File: src/include/rvv_lite_consts.svh
`ifndef RVV_LITE_CONSTS_SVH
`define RVV_LITE_CONSTS_SVH

// Vector register geometry
`define RVV_VLEN        64
`define RVV_SEW         8
`define RVV_NUM_ELEM    8
`define RVV_NUM_VREG    8
`define RVV_VREG_IDX_W  3

// Command queue depth and the sender's starting credit count
`define RVV_CQ_DEPTH    4

// ALU reservation station
`define RVV_RS_DEPTH    2

// Reorder buffer
`define RVV_ROB_DEPTH   4
`define RVV_ROB_IDX_W   2

`endif

File: src/rvv_lite_pkg.sv
`default_nettype none

`include "rvv_lite_consts.svh"

package rvv_lite_pkg;

    typedef enum logic [1:0] {
        OP_VADD_VV = 2'd0,
        OP_VSUB_VV = 2'd1,
        OP_VADD_VX = 2'd2
    } rvv_op_e;

    // Instruction as accepted from the frontend
    typedef struct packed {
        rvv_op_e                     op;
        logic [`RVV_VREG_IDX_W-1:0]  vd;
        logic [`RVV_VREG_IDX_W-1:0]  vs1;
        logic [`RVV_VREG_IDX_W-1:0]  vs2;
        logic [`RVV_SEW-1:0]         scalar;
    } rvv_cmd_t;

    // Issued uop with operands already read
    typedef struct packed {
        rvv_op_e                     op;
        logic [`RVV_ROB_IDX_W-1:0]   rob_idx;
        logic [`RVV_VLEN-1:0]        src_a;
        logic [`RVV_VLEN-1:0]        src_b;
        logic [`RVV_SEW-1:0]         scalar;
    } alu_uop_t;

    typedef struct packed {
        logic [`RVV_ROB_IDX_W-1:0]   rob_idx;
        logic [`RVV_VLEN-1:0]        data;
    } alu_res_t;

    // Retired register write
    typedef struct packed {
        logic [`RVV_VREG_IDX_W-1:0]  vd;
        logic [`RVV_VLEN-1:0]        data;
    } rt_t;

endpackage

`default_nettype wire

File: src/rvv_lite_fifo.sv
`timescale 1ns/1ps
`default_nettype none

module rvv_lite_fifo #(
    parameter type T     = logic [7:0],
    parameter int  DEPTH = 4
) (
    input  wire logic clk,
    input  wire logic rst_n,
    input  wire logic push,
    input  wire T     in_data,
    input  wire logic pop,
    output T          out_data,
    output logic      empty,
    output logic      full
);

    localparam int PTR_W = (DEPTH > 1) ? $clog2(DEPTH) : 1;
    localparam int CNT_W = $clog2(DEPTH + 1);

    T                 mem [DEPTH];
    logic [PTR_W-1:0] wr_ptr;
    logic [PTR_W-1:0] rd_ptr;
    logic [CNT_W-1:0] count;

    // Wraps at DEPTH so non power of two depths work too
    function automatic logic [PTR_W-1:0] next_ptr(input logic [PTR_W-1:0] p);
        return (p == PTR_W'(DEPTH - 1)) ? '0 : p + 1'b1;
    endfunction

    always_ff @(posedge clk or negedge rst_n) begin
        if (!rst_n) begin
            wr_ptr <= '0;
            rd_ptr <= '0;
            count  <= '0;
        end else begin
            if (push)
                wr_ptr <= next_ptr(wr_ptr);
            if (pop)
                rd_ptr <= next_ptr(rd_ptr);
            count <= count + CNT_W'(push) - CNT_W'(pop);
        end
    end

    always_ff @(posedge clk) begin
        if (push)
            mem[wr_ptr] <= in_data;
    end

    // Head is shown without a read cycle
    assign out_data = mem[rd_ptr];
    assign empty    = (count == '0);
    assign full     = (count == CNT_W'(DEPTH));

    // Producers and consumers must respect the flags
    a_no_overflow: assert property (@(posedge clk) disable iff (!rst_n) !(push && full));
    a_no_underflow: assert property (@(posedge clk) disable iff (!rst_n) !(pop && empty));

endmodule

`default_nettype wire

File: src/rvv_lite_dispatch.sv
`timescale 1ns/1ps
`default_nettype none

`include "rvv_lite_consts.svh"

module rvv_lite_dispatch import rvv_lite_pkg::*; (
    input  wire logic                        clk,
    input  wire logic                        rst_n,
    input  wire rvv_cmd_t                    cq_head,
    input  wire logic                        cq_empty,
    output logic                             cq_pop,
    output logic [`RVV_VREG_IDX_W-1:0]       rd_idx_a,
    output logic [`RVV_VREG_IDX_W-1:0]       rd_idx_b,
    input  wire logic [`RVV_VLEN-1:0]        rd_data_a,
    input  wire logic [`RVV_VLEN-1:0]        rd_data_b,
    input  wire logic                        rob_full,
    input  wire logic [`RVV_ROB_IDX_W-1:0]   rob_idx,
    output logic                             alloc,
    output logic [`RVV_VREG_IDX_W-1:0]       alloc_vd,
    input  wire logic                        rs_full,
    output logic                             rs_push,
    output alu_uop_t                         rs_uop,
    input  wire logic                        rt_valid,
    input  wire logic [`RVV_VREG_IDX_W-1:0]  rt_vd
);

    // One bit per register with a write still in flight
    logic [`RVV_NUM_VREG-1:0] busy;
    logic                     vs1_used;
    logic                     hazard;
    logic                     issue;

    always_comb begin
        vs1_used = (cq_head.op != OP_VADD_VX);
        // RAW on the sources, WAW on vd
        hazard   = busy[cq_head.vs2] | busy[cq_head.vd] | (vs1_used & busy[cq_head.vs1]);
        issue    = !cq_empty && !hazard && !rob_full && !rs_full;
    end

    assign cq_pop   = issue;
    assign rs_push  = issue;
    assign alloc    = issue;
    assign alloc_vd = cq_head.vd;

    // Port A carries vs2, port B carries vs1
    assign rd_idx_a = cq_head.vs2;
    assign rd_idx_b = cq_head.vs1;

    always_comb begin
        rs_uop.op      = cq_head.op;
        rs_uop.rob_idx = rob_idx;
        rs_uop.src_a   = rd_data_a;
        rs_uop.src_b   = vs1_used ? rd_data_b : '0;
        rs_uop.scalar  = cq_head.scalar;
    end

    always_ff @(posedge clk or negedge rst_n) begin
        if (!rst_n) begin
            busy <= '0;
        end else begin
            if (rt_valid)
                busy[rt_vd] <= 1'b0;
            if (issue)
                busy[cq_head.vd] <= 1'b1;
        end
    end

    // A retire from the ROB always belongs to a register marked busy here
    a_retire_busy: assert property (@(posedge clk) disable iff (!rst_n)
        rt_valid |-> busy[rt_vd]);

endmodule

`default_nettype wire

File: src/rvv_lite_vrf.sv
`timescale 1ns/1ps
`default_nettype none

`include "rvv_lite_consts.svh"

module rvv_lite_vrf import rvv_lite_pkg::*; (
    input  wire logic                        clk,
    input  wire logic                        rst_n,
    input  wire logic [`RVV_VREG_IDX_W-1:0]  rd_idx_a,
    input  wire logic [`RVV_VREG_IDX_W-1:0]  rd_idx_b,
    output logic [`RVV_VLEN-1:0]             rd_data_a,
    output logic [`RVV_VLEN-1:0]             rd_data_b,
    input  wire logic                        wr_valid,
    input  wire rt_t                         wr
);

    logic [`RVV_VLEN-1:0] regs [`RVV_NUM_VREG];

    // Element e of register r starts at r*16 + e
    always_ff @(posedge clk or negedge rst_n) begin
        if (!rst_n) begin
            for (int r = 0; r < `RVV_NUM_VREG; r++)
                for (int e = 0; e < `RVV_NUM_ELEM; e++)
                    regs[r][e*`RVV_SEW +: `RVV_SEW] <= `RVV_SEW'(r * 16 + e);
        end else if (wr_valid) begin
            regs[wr.vd] <= wr.data;
        end
    end

    assign rd_data_a = regs[rd_idx_a];
    assign rd_data_b = regs[rd_idx_b];

endmodule

`default_nettype wire

File: src/rvv_lite_alu.sv
`timescale 1ns/1ps
`default_nettype none

`include "rvv_lite_consts.svh"

module rvv_lite_alu import rvv_lite_pkg::*; (
    input  wire logic     clk,
    input  wire logic     rst_n,
    input  wire logic     rs_empty,
    output logic          rs_pop,
    input  wire alu_uop_t uop,
    output logic          res_valid,
    output alu_res_t      res
);

    logic [`RVV_VLEN-1:0] result;

    // Single cycle unit, never stalls
    assign rs_pop = !rs_empty;

    always_comb begin
        logic [`RVV_SEW-1:0] a;
        logic [`RVV_SEW-1:0] b;
        result = '0;
        for (int e = 0; e < `RVV_NUM_ELEM; e++) begin
            a = uop.src_a[e*`RVV_SEW +: `RVV_SEW];
            b = uop.src_b[e*`RVV_SEW +: `RVV_SEW];
            // Element sums wrap modulo 256
            case (uop.op)
                OP_VSUB_VV: result[e*`RVV_SEW +: `RVV_SEW] = a - b;
                OP_VADD_VX: result[e*`RVV_SEW +: `RVV_SEW] = a + uop.scalar;
                default:    result[e*`RVV_SEW +: `RVV_SEW] = a + b;
            endcase
        end
    end

    always_ff @(posedge clk or negedge rst_n) begin
        if (!rst_n)
            res_valid <= 1'b0;
        else
            res_valid <= rs_pop;
    end

    always_ff @(posedge clk) begin
        if (rs_pop) begin
            res.rob_idx <= uop.rob_idx;
            res.data    <= result;
        end
    end

endmodule

`default_nettype wire

File: src/rvv_lite_rob.sv
`timescale 1ns/1ps
`default_nettype none

`include "rvv_lite_consts.svh"

module rvv_lite_rob import rvv_lite_pkg::*; (
    input  wire logic                        clk,
    input  wire logic                        rst_n,
    input  wire logic                        alloc,
    input  wire logic [`RVV_VREG_IDX_W-1:0]  alloc_vd,
    output logic                             rob_full,
    output logic [`RVV_ROB_IDX_W-1:0]        rob_idx,
    input  wire logic                        res_valid,
    input  wire alu_res_t                    res,
    output logic                             rt_valid,
    output rt_t                              rt
);

    localparam int CNT_W = `RVV_ROB_IDX_W + 1;

    logic [`RVV_ROB_DEPTH-1:0]  valid_q;
    logic [`RVV_ROB_DEPTH-1:0]  done_q;
    logic [`RVV_VREG_IDX_W-1:0] vd_q   [`RVV_ROB_DEPTH];
    logic [`RVV_VLEN-1:0]       data_q [`RVV_ROB_DEPTH];
    logic [`RVV_ROB_IDX_W-1:0]  head_q;
    logic [`RVV_ROB_IDX_W-1:0]  tail_q;
    logic [CNT_W-1:0]           count_q;

    assign rob_full = (count_q == CNT_W'(`RVV_ROB_DEPTH));
    assign rob_idx  = tail_q;

    // Only the oldest entry may leave
    assign rt_valid = valid_q[head_q] & done_q[head_q];
    assign rt.vd    = vd_q[head_q];
    assign rt.data  = data_q[head_q];

    always_ff @(posedge clk or negedge rst_n) begin
        if (!rst_n) begin
            valid_q <= '0;
            done_q  <= '0;
            head_q  <= '0;
            tail_q  <= '0;
            count_q <= '0;
        end else begin
            if (alloc) begin
                valid_q[tail_q] <= 1'b1;
                done_q[tail_q]  <= 1'b0;
                tail_q          <= tail_q + 1'b1;
            end
            if (res_valid)
                done_q[res.rob_idx] <= 1'b1;
            if (rt_valid) begin
                valid_q[head_q] <= 1'b0;
                head_q          <= head_q + 1'b1;
            end
            count_q <= count_q + CNT_W'(alloc) - CNT_W'(rt_valid);
        end
    end

    always_ff @(posedge clk) begin
        if (alloc)
            vd_q[tail_q] <= alloc_vd;
        if (res_valid)
            data_q[res.rob_idx] <= res.data;
    end

    // ALU results land only on allocated entries still waiting
    a_res_allocated: assert property (@(posedge clk) disable iff (!rst_n)
        res_valid |-> (valid_q[res.rob_idx] && !done_q[res.rob_idx]));

endmodule

`default_nettype wire

File: src/rvv_lite_top.sv
`timescale 1ns/1ps
`default_nettype none

`include "rvv_lite_consts.svh"

module rvv_lite_top import rvv_lite_pkg::*; (
    input  wire logic     clk,
    input  wire logic     rst_n,
    input  wire logic     cmd_valid,
    input  wire rvv_cmd_t cmd,
    output logic          cmd_credit,
    output logic          rt_valid,
    output rt_t           rt
);

    rvv_cmd_t                   cq_head;
    logic                       cq_empty;
    logic                       cq_pop;
    logic [`RVV_VREG_IDX_W-1:0] rd_idx_a;
    logic [`RVV_VREG_IDX_W-1:0] rd_idx_b;
    logic [`RVV_VLEN-1:0]       rd_data_a;
    logic [`RVV_VLEN-1:0]       rd_data_b;
    logic                       rob_full;
    logic [`RVV_ROB_IDX_W-1:0]  rob_idx;
    logic                       alloc;
    logic [`RVV_VREG_IDX_W-1:0] alloc_vd;
    logic                       rs_full;
    logic                       rs_push;
    alu_uop_t                   rs_uop;
    logic                       rs_empty;
    logic                       rs_pop;
    alu_uop_t                   rs_head;
    logic                       res_valid;
    alu_res_t                   res;

    // Each pop frees a slot and hands one credit back
    assign cmd_credit = cq_pop;

    // Credits keep the sender from overrunning the queue
    rvv_lite_fifo #(
        .T     (rvv_cmd_t),
        .DEPTH (`RVV_CQ_DEPTH)
    ) cmd_queue_inst (
        .clk      (clk),
        .rst_n    (rst_n),
        .push     (cmd_valid),
        .in_data  (cmd),
        .pop      (cq_pop),
        .out_data (cq_head),
        .empty    (cq_empty),
        .full     ()
    );

    rvv_lite_dispatch dispatch_inst (
        .clk       (clk),
        .rst_n     (rst_n),
        .cq_head   (cq_head),
        .cq_empty  (cq_empty),
        .cq_pop    (cq_pop),
        .rd_idx_a  (rd_idx_a),
        .rd_idx_b  (rd_idx_b),
        .rd_data_a (rd_data_a),
        .rd_data_b (rd_data_b),
        .rob_full  (rob_full),
        .rob_idx   (rob_idx),
        .alloc     (alloc),
        .alloc_vd  (alloc_vd),
        .rs_full   (rs_full),
        .rs_push   (rs_push),
        .rs_uop    (rs_uop),
        .rt_valid  (rt_valid),
        .rt_vd     (rt.vd)
    );

    rvv_lite_vrf vrf_inst (
        .clk       (clk),
        .rst_n     (rst_n),
        .rd_idx_a  (rd_idx_a),
        .rd_idx_b  (rd_idx_b),
        .rd_data_a (rd_data_a),
        .rd_data_b (rd_data_b),
        .wr_valid  (rt_valid),
        .wr        (rt)
    );

    // ALU reservation station
    rvv_lite_fifo #(
        .T     (alu_uop_t),
        .DEPTH (`RVV_RS_DEPTH)
    ) alu_rs_inst (
        .clk      (clk),
        .rst_n    (rst_n),
        .push     (rs_push),
        .in_data  (rs_uop),
        .pop      (rs_pop),
        .out_data (rs_head),
        .empty    (rs_empty),
        .full     (rs_full)
    );

    rvv_lite_alu alu_inst (
        .clk       (clk),
        .rst_n     (rst_n),
        .rs_empty  (rs_empty),
        .rs_pop    (rs_pop),
        .uop       (rs_head),
        .res_valid (res_valid),
        .res       (res)
    );

    rvv_lite_rob rob_inst (
        .clk       (clk),
        .rst_n     (rst_n),
        .alloc     (alloc),
        .alloc_vd  (alloc_vd),
        .rob_full  (rob_full),
        .rob_idx   (rob_idx),
        .res_valid (res_valid),
        .res       (res),
        .rt_valid  (rt_valid),
        .rt        (rt)
    );

endmodule

`default_nettype wire

File: config.mk
export PLATFORM = sky130hd
export DESIGN_NAME = rvv_lite_top
export DESIGN_NICKNAME = d
export VERILOG_FILES = /design/src/rvv_lite_pkg.sv /design/src/rvv_lite_fifo.sv /design/src/rvv_lite_dispatch.sv /design/src/rvv_lite_vrf.sv /design/src/rvv_lite_alu.sv /design/src/rvv_lite_rob.sv /design/src/rvv_lite_top.sv
export VERILOG_INCLUDE_DIRS = /design/src /design/src/include
export SDC_FILE = /design/constraint.sdc
export NUM_CORES = 2
export LEC_CHECK = 0
export BUFFER_PORTS_ARGS = -buffer_cell sky130_fd_sc_hd__buf_2
export CELL_PAD_IN_SITES_DETAIL_PLACEMENT = 1
export CELL_PAD_IN_SITES_GLOBAL_PLACEMENT = 2
export CORE_MARGIN = 4
export CORE_UTILIZATION = 48
export DETAILED_ROUTE_END_ITERATION = 10
export PLACE_DENSITY = 0.78
export SLEW_MARGIN = 15
export SYNTH_ARGS = -nofsm -noshare
export SYNTH_HDL_FRONTEND = slang
export SYNTH_SLANG_ARGS = --single-unit
File: constraint.sdc
create_clock -name clk -period 10.85 [get_ports clk]
set_clock_uncertainty 0.05 [all_clocks]
set_input_delay 2.17 -clock clk [delete_from_list [all_inputs] [get_ports clk]]
set_output_delay 2.17 -clock clk [all_outputs]
set_load 0.005 [all_outputs]
Word-level counts from Yosys, hierarchy flattened:

Memories as Yosys holds them, arrays and structs flattened.
Index checks and enable logic that the tools add are counted.

* bits in registers: 613
* memory bits (writable): 624
* input bits: 22
* output and inout bits: 69
* word-level logic and storage cells: 172
* memories kept: 4

Memories
* alu_rs_inst.mem: words 2, bits a word 140, rd ports 1, clocked after Yosys merged registers in 0, write ports 1, line rvv_lite_fifo.sv:21 `T mem [DEPTH];`
* rob_inst.data_q: words 4, bits a word 64, rd ports 1, clocked after Yosys merged registers in 0, write ports 1, line rvv_lite_rob.sv:24 `` logic [`RVV_VLEN-1:0] data_q [`RVV_ROB_DEPTH]; ``
* cmd_queue_inst.mem: words 4, bits a word 19, rd ports 1, clocked after Yosys merged registers in 0, write ports 1, line rvv_lite_fifo.sv:21
* rob_inst.vd_q: words 4, bits a word 3, rd ports 1, clocked after Yosys merged registers in 0, write ports 1, line rvv_lite_rob.sv:23 `` logic [`RVV_VREG_IDX_W-1:0] vd_q [`RVV_ROB_DEPTH]; ``

* $add $sub $neg: 36
* $lt $le $gt $ge: 16
* equality and inequality tests: 7
* mux-type cells: 54
* bitwise operators: 16
* reductions and logical operators: 16

Operators by type and width (count)
* $bwmux W512: 1
* $bmux W64 S3: 2
* $mux W64: 6
* $demux W64 S3: 1
* $add A8 B8 Y8: 16
* $pmux W8 S2: 8
* $sub A8 B8 Y8: 8
* $mux W1: 18
* $lt A3 B4 Y1 const B: 4
* $mux W4: 4
* $mux W8: 2
* $ge A4 B4 Y1 const B: 3
* $not A3 Y4: 3
* $bmux W1 S3: 3
* $logic_and A1 B1 Y1: 9
* $lt A2 B3 Y1 const B: 3
* $add A2 B1 Y2 const B: 4
* $and A4 B4 Y4: 2
* $and A8 B8 Y8: 1
* $eq A2 B2 Y1 const B: 4
* $not A4 Y4: 2
* $not A8 Y8: 1
* $or A4 B4 Y4: 2
* $or A8 B8 Y8: 1
* other kinds (20): 37

Depth between registers and ports, before layout:

An unclocked memory read counts as a cell.

* word-level depth: 12
* mapped depth: 23
* mapped depth without buffers: 14

Modules after synthesis:

From an unflattened synthesis, not the netlist that was laid out.

* cells, all modules: 3580
* area, all modules: 59544.6 um^2

Modules (own cells, without submodules)
* rvv_lite_vrf: instances 1, cells each 1541, area an instance 26852.0 um^2, seq. area each 13052.5 um^2
* rvv_lite_fifo (alu_rs_inst): instances 1, cells each 451, area an instance 10671.5 um^2, seq. area each 8508.2 um^2
* rvv_lite_rob: instances 1, cells each 424, area an instance 10461.3 um^2, seq. area each 8423.1 um^2
* rvv_lite_alu: instances 1, cells each 807, area an instance 6658.9 um^2, seq. area each 2006.9 um^2
* rvv_lite_fifo (cmd_queue_inst): instances 1, cells each 135, area an instance 3154.3 um^2, seq. area each 2457.4 um^2
* rvv_lite_dispatch: instances 1, cells each 222, area an instance 1746.7 um^2, seq. area each 200.2 um^2

Least setup slack after synthesis:

OpenSTA, ideal clock, no wires.

* path kind: reg2reg
* start point: register cmd_queue_inst.rd_ptr[0]
* end point: memory alu_rs_inst.mem[0][0] (netlist name), enable pin
* library setup time: 0.642 ns
* arrival: 7.738 ns
* required time: 10.158 ns
* setup slack: 2.420 ns
* cell stages (with the launch flop): 9
* path buffers: 2
* cell sequence: dfrtp_1 -> buf_6 -> mux4_2 -> buf_6 -> mux2i_1 -> o22ai_1 -> nor4_4 -> nand4_4 -> nor2_1

* word-level cells in the longest chain between the ends: 11
* elaborated cells on any way between the ends: 17

Ends and longest elaborated chain
* start: declaration: line rvv_lite_fifo.sv:23 `logic [PTR_W-1:0] rd_ptr;`
* start signal: assignment: line rvv_lite_fifo.sv:40 `rd_ptr <= next_ptr(rd_ptr);`
* $mem_v2 Z4 W19 (*)
* $bmux W1 S3: line rvv_lite_dispatch.sv:36 `hazard = busy[cq_head.vs2] | busy[cq_head.vd] | (vs1_used & busy[cq_head.vs1]);`
* $mux W1 (not written as such): line rvv_lite_dispatch.sv:36
* $or A1 B1 Y1 / $and A1 B1 Y1 (equally long branches): line rvv_lite_dispatch.sv:36
* $or A1 B1 Y1 (*): line rvv_lite_dispatch.sv:36
* $logic_not A1 Y1 (*): line rvv_lite_dispatch.sv:37 `issue = !cq_empty && !hazard && !rob_full && !rs_full;`
* $logic_and A1 B1 Y1 (*) (3 in a row): line rvv_lite_dispatch.sv:37
* $mux W1 (*): line rvv_lite_fifo.sv:46 `if (push)`
* $mux W1 (not written as such) (*): line rvv_lite_fifo.sv:47 `mem[wr_ptr] <= in_data;`
* end: declaration: line rvv_lite_fifo.sv:21

Mark *: on every way between the ends. The rest lies on a longest branch, timed or not. The select of a mux whose other input is x is not followed.

Worst setup path after layout:

* start point: register cmd_queue_inst.rd_ptr[1]
* end point: output cmd_credit

* word-level cells in the longest chain between the ends: 9
* elaborated cells on any way between the ends: 15

Ends and longest elaborated chain
* $mem_v2 Z4 W19 (*)
* $bmux W1 S3: line rvv_lite_dispatch.sv:36
* $mux W1 (not written as such): line rvv_lite_dispatch.sv:36
* $or A1 B1 Y1 / $and A1 B1 Y1 (equally long branches): line rvv_lite_dispatch.sv:36
* $or A1 B1 Y1 (*): line rvv_lite_dispatch.sv:36
* $logic_not A1 Y1 (*): line rvv_lite_dispatch.sv:37
* $logic_and A1 B1 Y1 (*) (3 in a row): line rvv_lite_dispatch.sv:37
* end: declaration: line rvv_lite_top.sv:11 `output logic cmd_credit,`

Marks and branches as above.

==> run metrics <==
share of synthesized area occupied by flip-flops and latches=about three fifths; GR Overflow Total=0; pin slew with the least headroom to its limit=around 1.2 ns; final cycle utilization of the critical path=a little over three fifths; leading cell types by total area after synthesis=edfxtp_1 36%, dfrtp_1 16%, mux4_2 13%; reg2reg path depth=10; largest net degree at the start of global routing=170; area share of the leading cell type in the synthesized netlist=between 30 and 40%; root buffer cell=clkbuf_16; fraction of final layout cells with drive strength greater than 1=44.4%; Routed Wire Length=between 150000 and 200000 um; clock net sink count=about 1200; mux cell area share after synthesis=approximately 28%; commonest cells after routing, fill and taps aside=690 x edfxtp_1, 667 x mux2_2, 352 x dfrtp_1; Fmax achieved=about 150 MHz; tightest slew margin relative to the limit=about 18%; top flip-flop cell by instance count after synthesis=edfxtp_1; adder-cell share of the synthesized area=under 10%; total nets after synthesis=3495; number of buffers added for setup after CTS=0; number of synthesis warnings=0; placeable core region=between 100000 and 150000 sq um; detailed-placement wirelength estimate=88700 um; Synth Area in Compound Gates=roughly 3.7%; number of unique standard cell types used by synthesis=55; number of synthesized register bits=about 1200; CTS Hold Bufs=0; first-pass detailed-route iteration total=6; category of the most critical setup path=register to output port; post-layout min period=a little under 7 ns; detailed-route via count=31761; residual antenna-violating net count after detailed routing=0; endpoint arrival time on the critical path=~4.6 ns; count of endpoints failing setup in the final report=0; maximum buffer depth of the clock tree=3; number of I/O pins=around 90; initial antenna violation count=4; most area-hungry cell type in the Yosys netlist=edfxtp_1; run status=completed; number of DRC violations after detailed-routing iteration 0=about 2300; quantity of gates resized following cts=0; RSZ-0062 raised after global routing=false; clock transition at the register clock pins on the worst setup and hold paths after CTS=0.06 ns; clock tree from TritonCTS=done; netlist area before placement=between 50000 and 60000 sq um; residual DRC count=0; kind of start point of the critical path=register; layout filler cell count=roughly 11000; number of nets in the final layout=3574; Avg WL per Cell=between 20 and 30 um; global-route wire length before repair=231000 um; GRT Total Usage=between 20% and 30%; Avg Vias per Cell=6.21; critical path peak fanout=44; final-report max-slew violation count=0; commonest non-fill, non-tap cell in the layout=edfxtp_1; height of the die=about 350 um; number of endpoints with negative hold slack in the final report=0; combinational family with the most area after synthesis=multiplexers; total die area=around 120000 sq um; number of I/O port buffers=90; Req. time, crit path=between 8 and 9 ns; number of CTS-inserted buffers=around 140; count of cells along the worst hold path=0; x dimension of the die=353 um; clock latency reported for the late side of the worst-skew pair=0.75 ns; number of global-route vias before repair=around 36000; H-Tree Depth=4; Synth Area in XOR/XNOR=less than 1%; classification of the worst-slack hold path=register to register; setup slack of the most critical reg-to-reg path=5.46 ns; Post-Syn Area per Cell=approximately 17 sq um; Total Neg Setup Slack=0 ns; final weighted congestion of routability-driven global placement=approximately 0.77; area overhead of the layout relative to synthesis=11.7%; total of max-cap violations=0; share of synthesized registers carrying an async set or reset=44.2%; fraction of the mapped netlist area in simple logic gates=under 10%; instance count of the mapped netlist=3380; number of placement rows=around 130; Starting Density=between 40% and 50%; kind of end point of the critical path=output port; number of enable flip-flop cells after synthesis=690
==> sequential cells by signal, indices dropped and copies added (netlist names), 3 cells and up <==
signal	flops
dispatch_inst.busy	8
rob_inst.valid_q	4
cmd_queue_inst.mem	76
alu_inst.res	66
rob_inst.vd_q	12
rob_inst.count_q	3
cmd_queue_inst.count	3
alu_rs_inst.mem	280
vrf_inst.regs	512
rob_inst.data_q	256
rob_inst.done_q	4
==> cells in the mapped netlist (all sizes together) (4+ instances only) <==
library cell	count
and2	13
dfstp	192
clkbuf	74
a21boi	8
o2111a	8
mux2i	73
a2111oi	8
o21bai	16
buf	128
and4	8
o22a	9
ha	83
nor2	72
and3	22
o2111ai	8
nand2	161
a22oi	27
o22ai	5
o21ai	52
fa	10
a21oi	148
xnor2	45
a32o	4
o21a	4
edfxtp	690
nor3	9
a21o	26
mux2	669
nor3b	11
a211oi	8
dfrtp	355
mux4	342
inv	49
nor2b	8
xor2	19
==> cell families after synthesis <==
kind of cell             after synthesis
AO/OA/AOI/OAI                        337
XOR/XNOR                              64
adder cells (fa/ha/maj)               93
buffers and inverters                251
flip-flops                          1237
multiplexers                        1084
AND/OR/NAND/NOR                      314
==> worst max-delay path: stages (launching register included) <==
cell and delay, ns:
dfrtp_1 0.32, buf_4 0.30, mux4_4 0.80, buf_4 0.74
mux2i_1 0.29, o22ai_1 0.16, nor4_4 0.35, nand4_4 0.24
inv_2 0.43, buf_2 0.21
==> path summary, 6_finish.rpt <==
path,from,endpoint
setup / recovery,cmd_queue_inst.rd_ptr[1],cmd_credit
hold / removal,alu_inst.res[48],rob_inst.data_q[3][48]
setup reg to reg,cmd_queue_inst.rd_ptr[1],alu_rs_inst.mem[1][109]
hold reg to reg,alu_inst.res[48],rob_inst.data_q[3][48]
max in group asynchronous,rst_n,vrf_inst.regs[507]
min in group asynchronous,rst_n,vrf_inst.regs[213]
==> cell type report <==
cell class	count	area [sq um]	area share, %
Tap cell	1536	1920	3.01
Sequential cell	1237	34700	54.4
Antenna cell	1	2.50	0.00393
Clock inverter	67	721	1.13
Multi-Input combinational cell	1892	21500	33.7
Timing Repair Buffer	141	888	1.39
Clock buffer	191	3900	6.11
Inverter	49	184	0.289
==> per-stage QoR <==
step / hold slack (ns) / setup slack (ns) / cell area (sq um) / utilization (%) / instances
2_1_floorplan: 0.409 / 2.42 / 57100 / - / 3380
3_3_place_gp: 0.414 / 4.73 / 59100 / 50.0 / 4854
3_5_place_dp: 0.436 / 4.71 / 59100 / 50.0 / 4854
4_1_cts: 0.445 / 3.90 / 63700 / 54.0 / 5112
5_1_grt: 0.466 / 3.75 / 63700 / 54.0 / 5113
6_report: 0.448 / 3.99 / 63700 / 54.0 / 5114
==> metal layers <==
metal  vias to the layer above  GRT usage [%]  wire, um
met5                         -              0         0
met4                         0           8.18      4620
met3                       266           4.43      7670
met2                       832           42.4     77400
met1                     17275           31.9     62800
li1                      13388              -         -
Power is left out: the tool's default activity adds up to more than one toggle a clock period on the data nets, which glitch-free logic cannot reach.
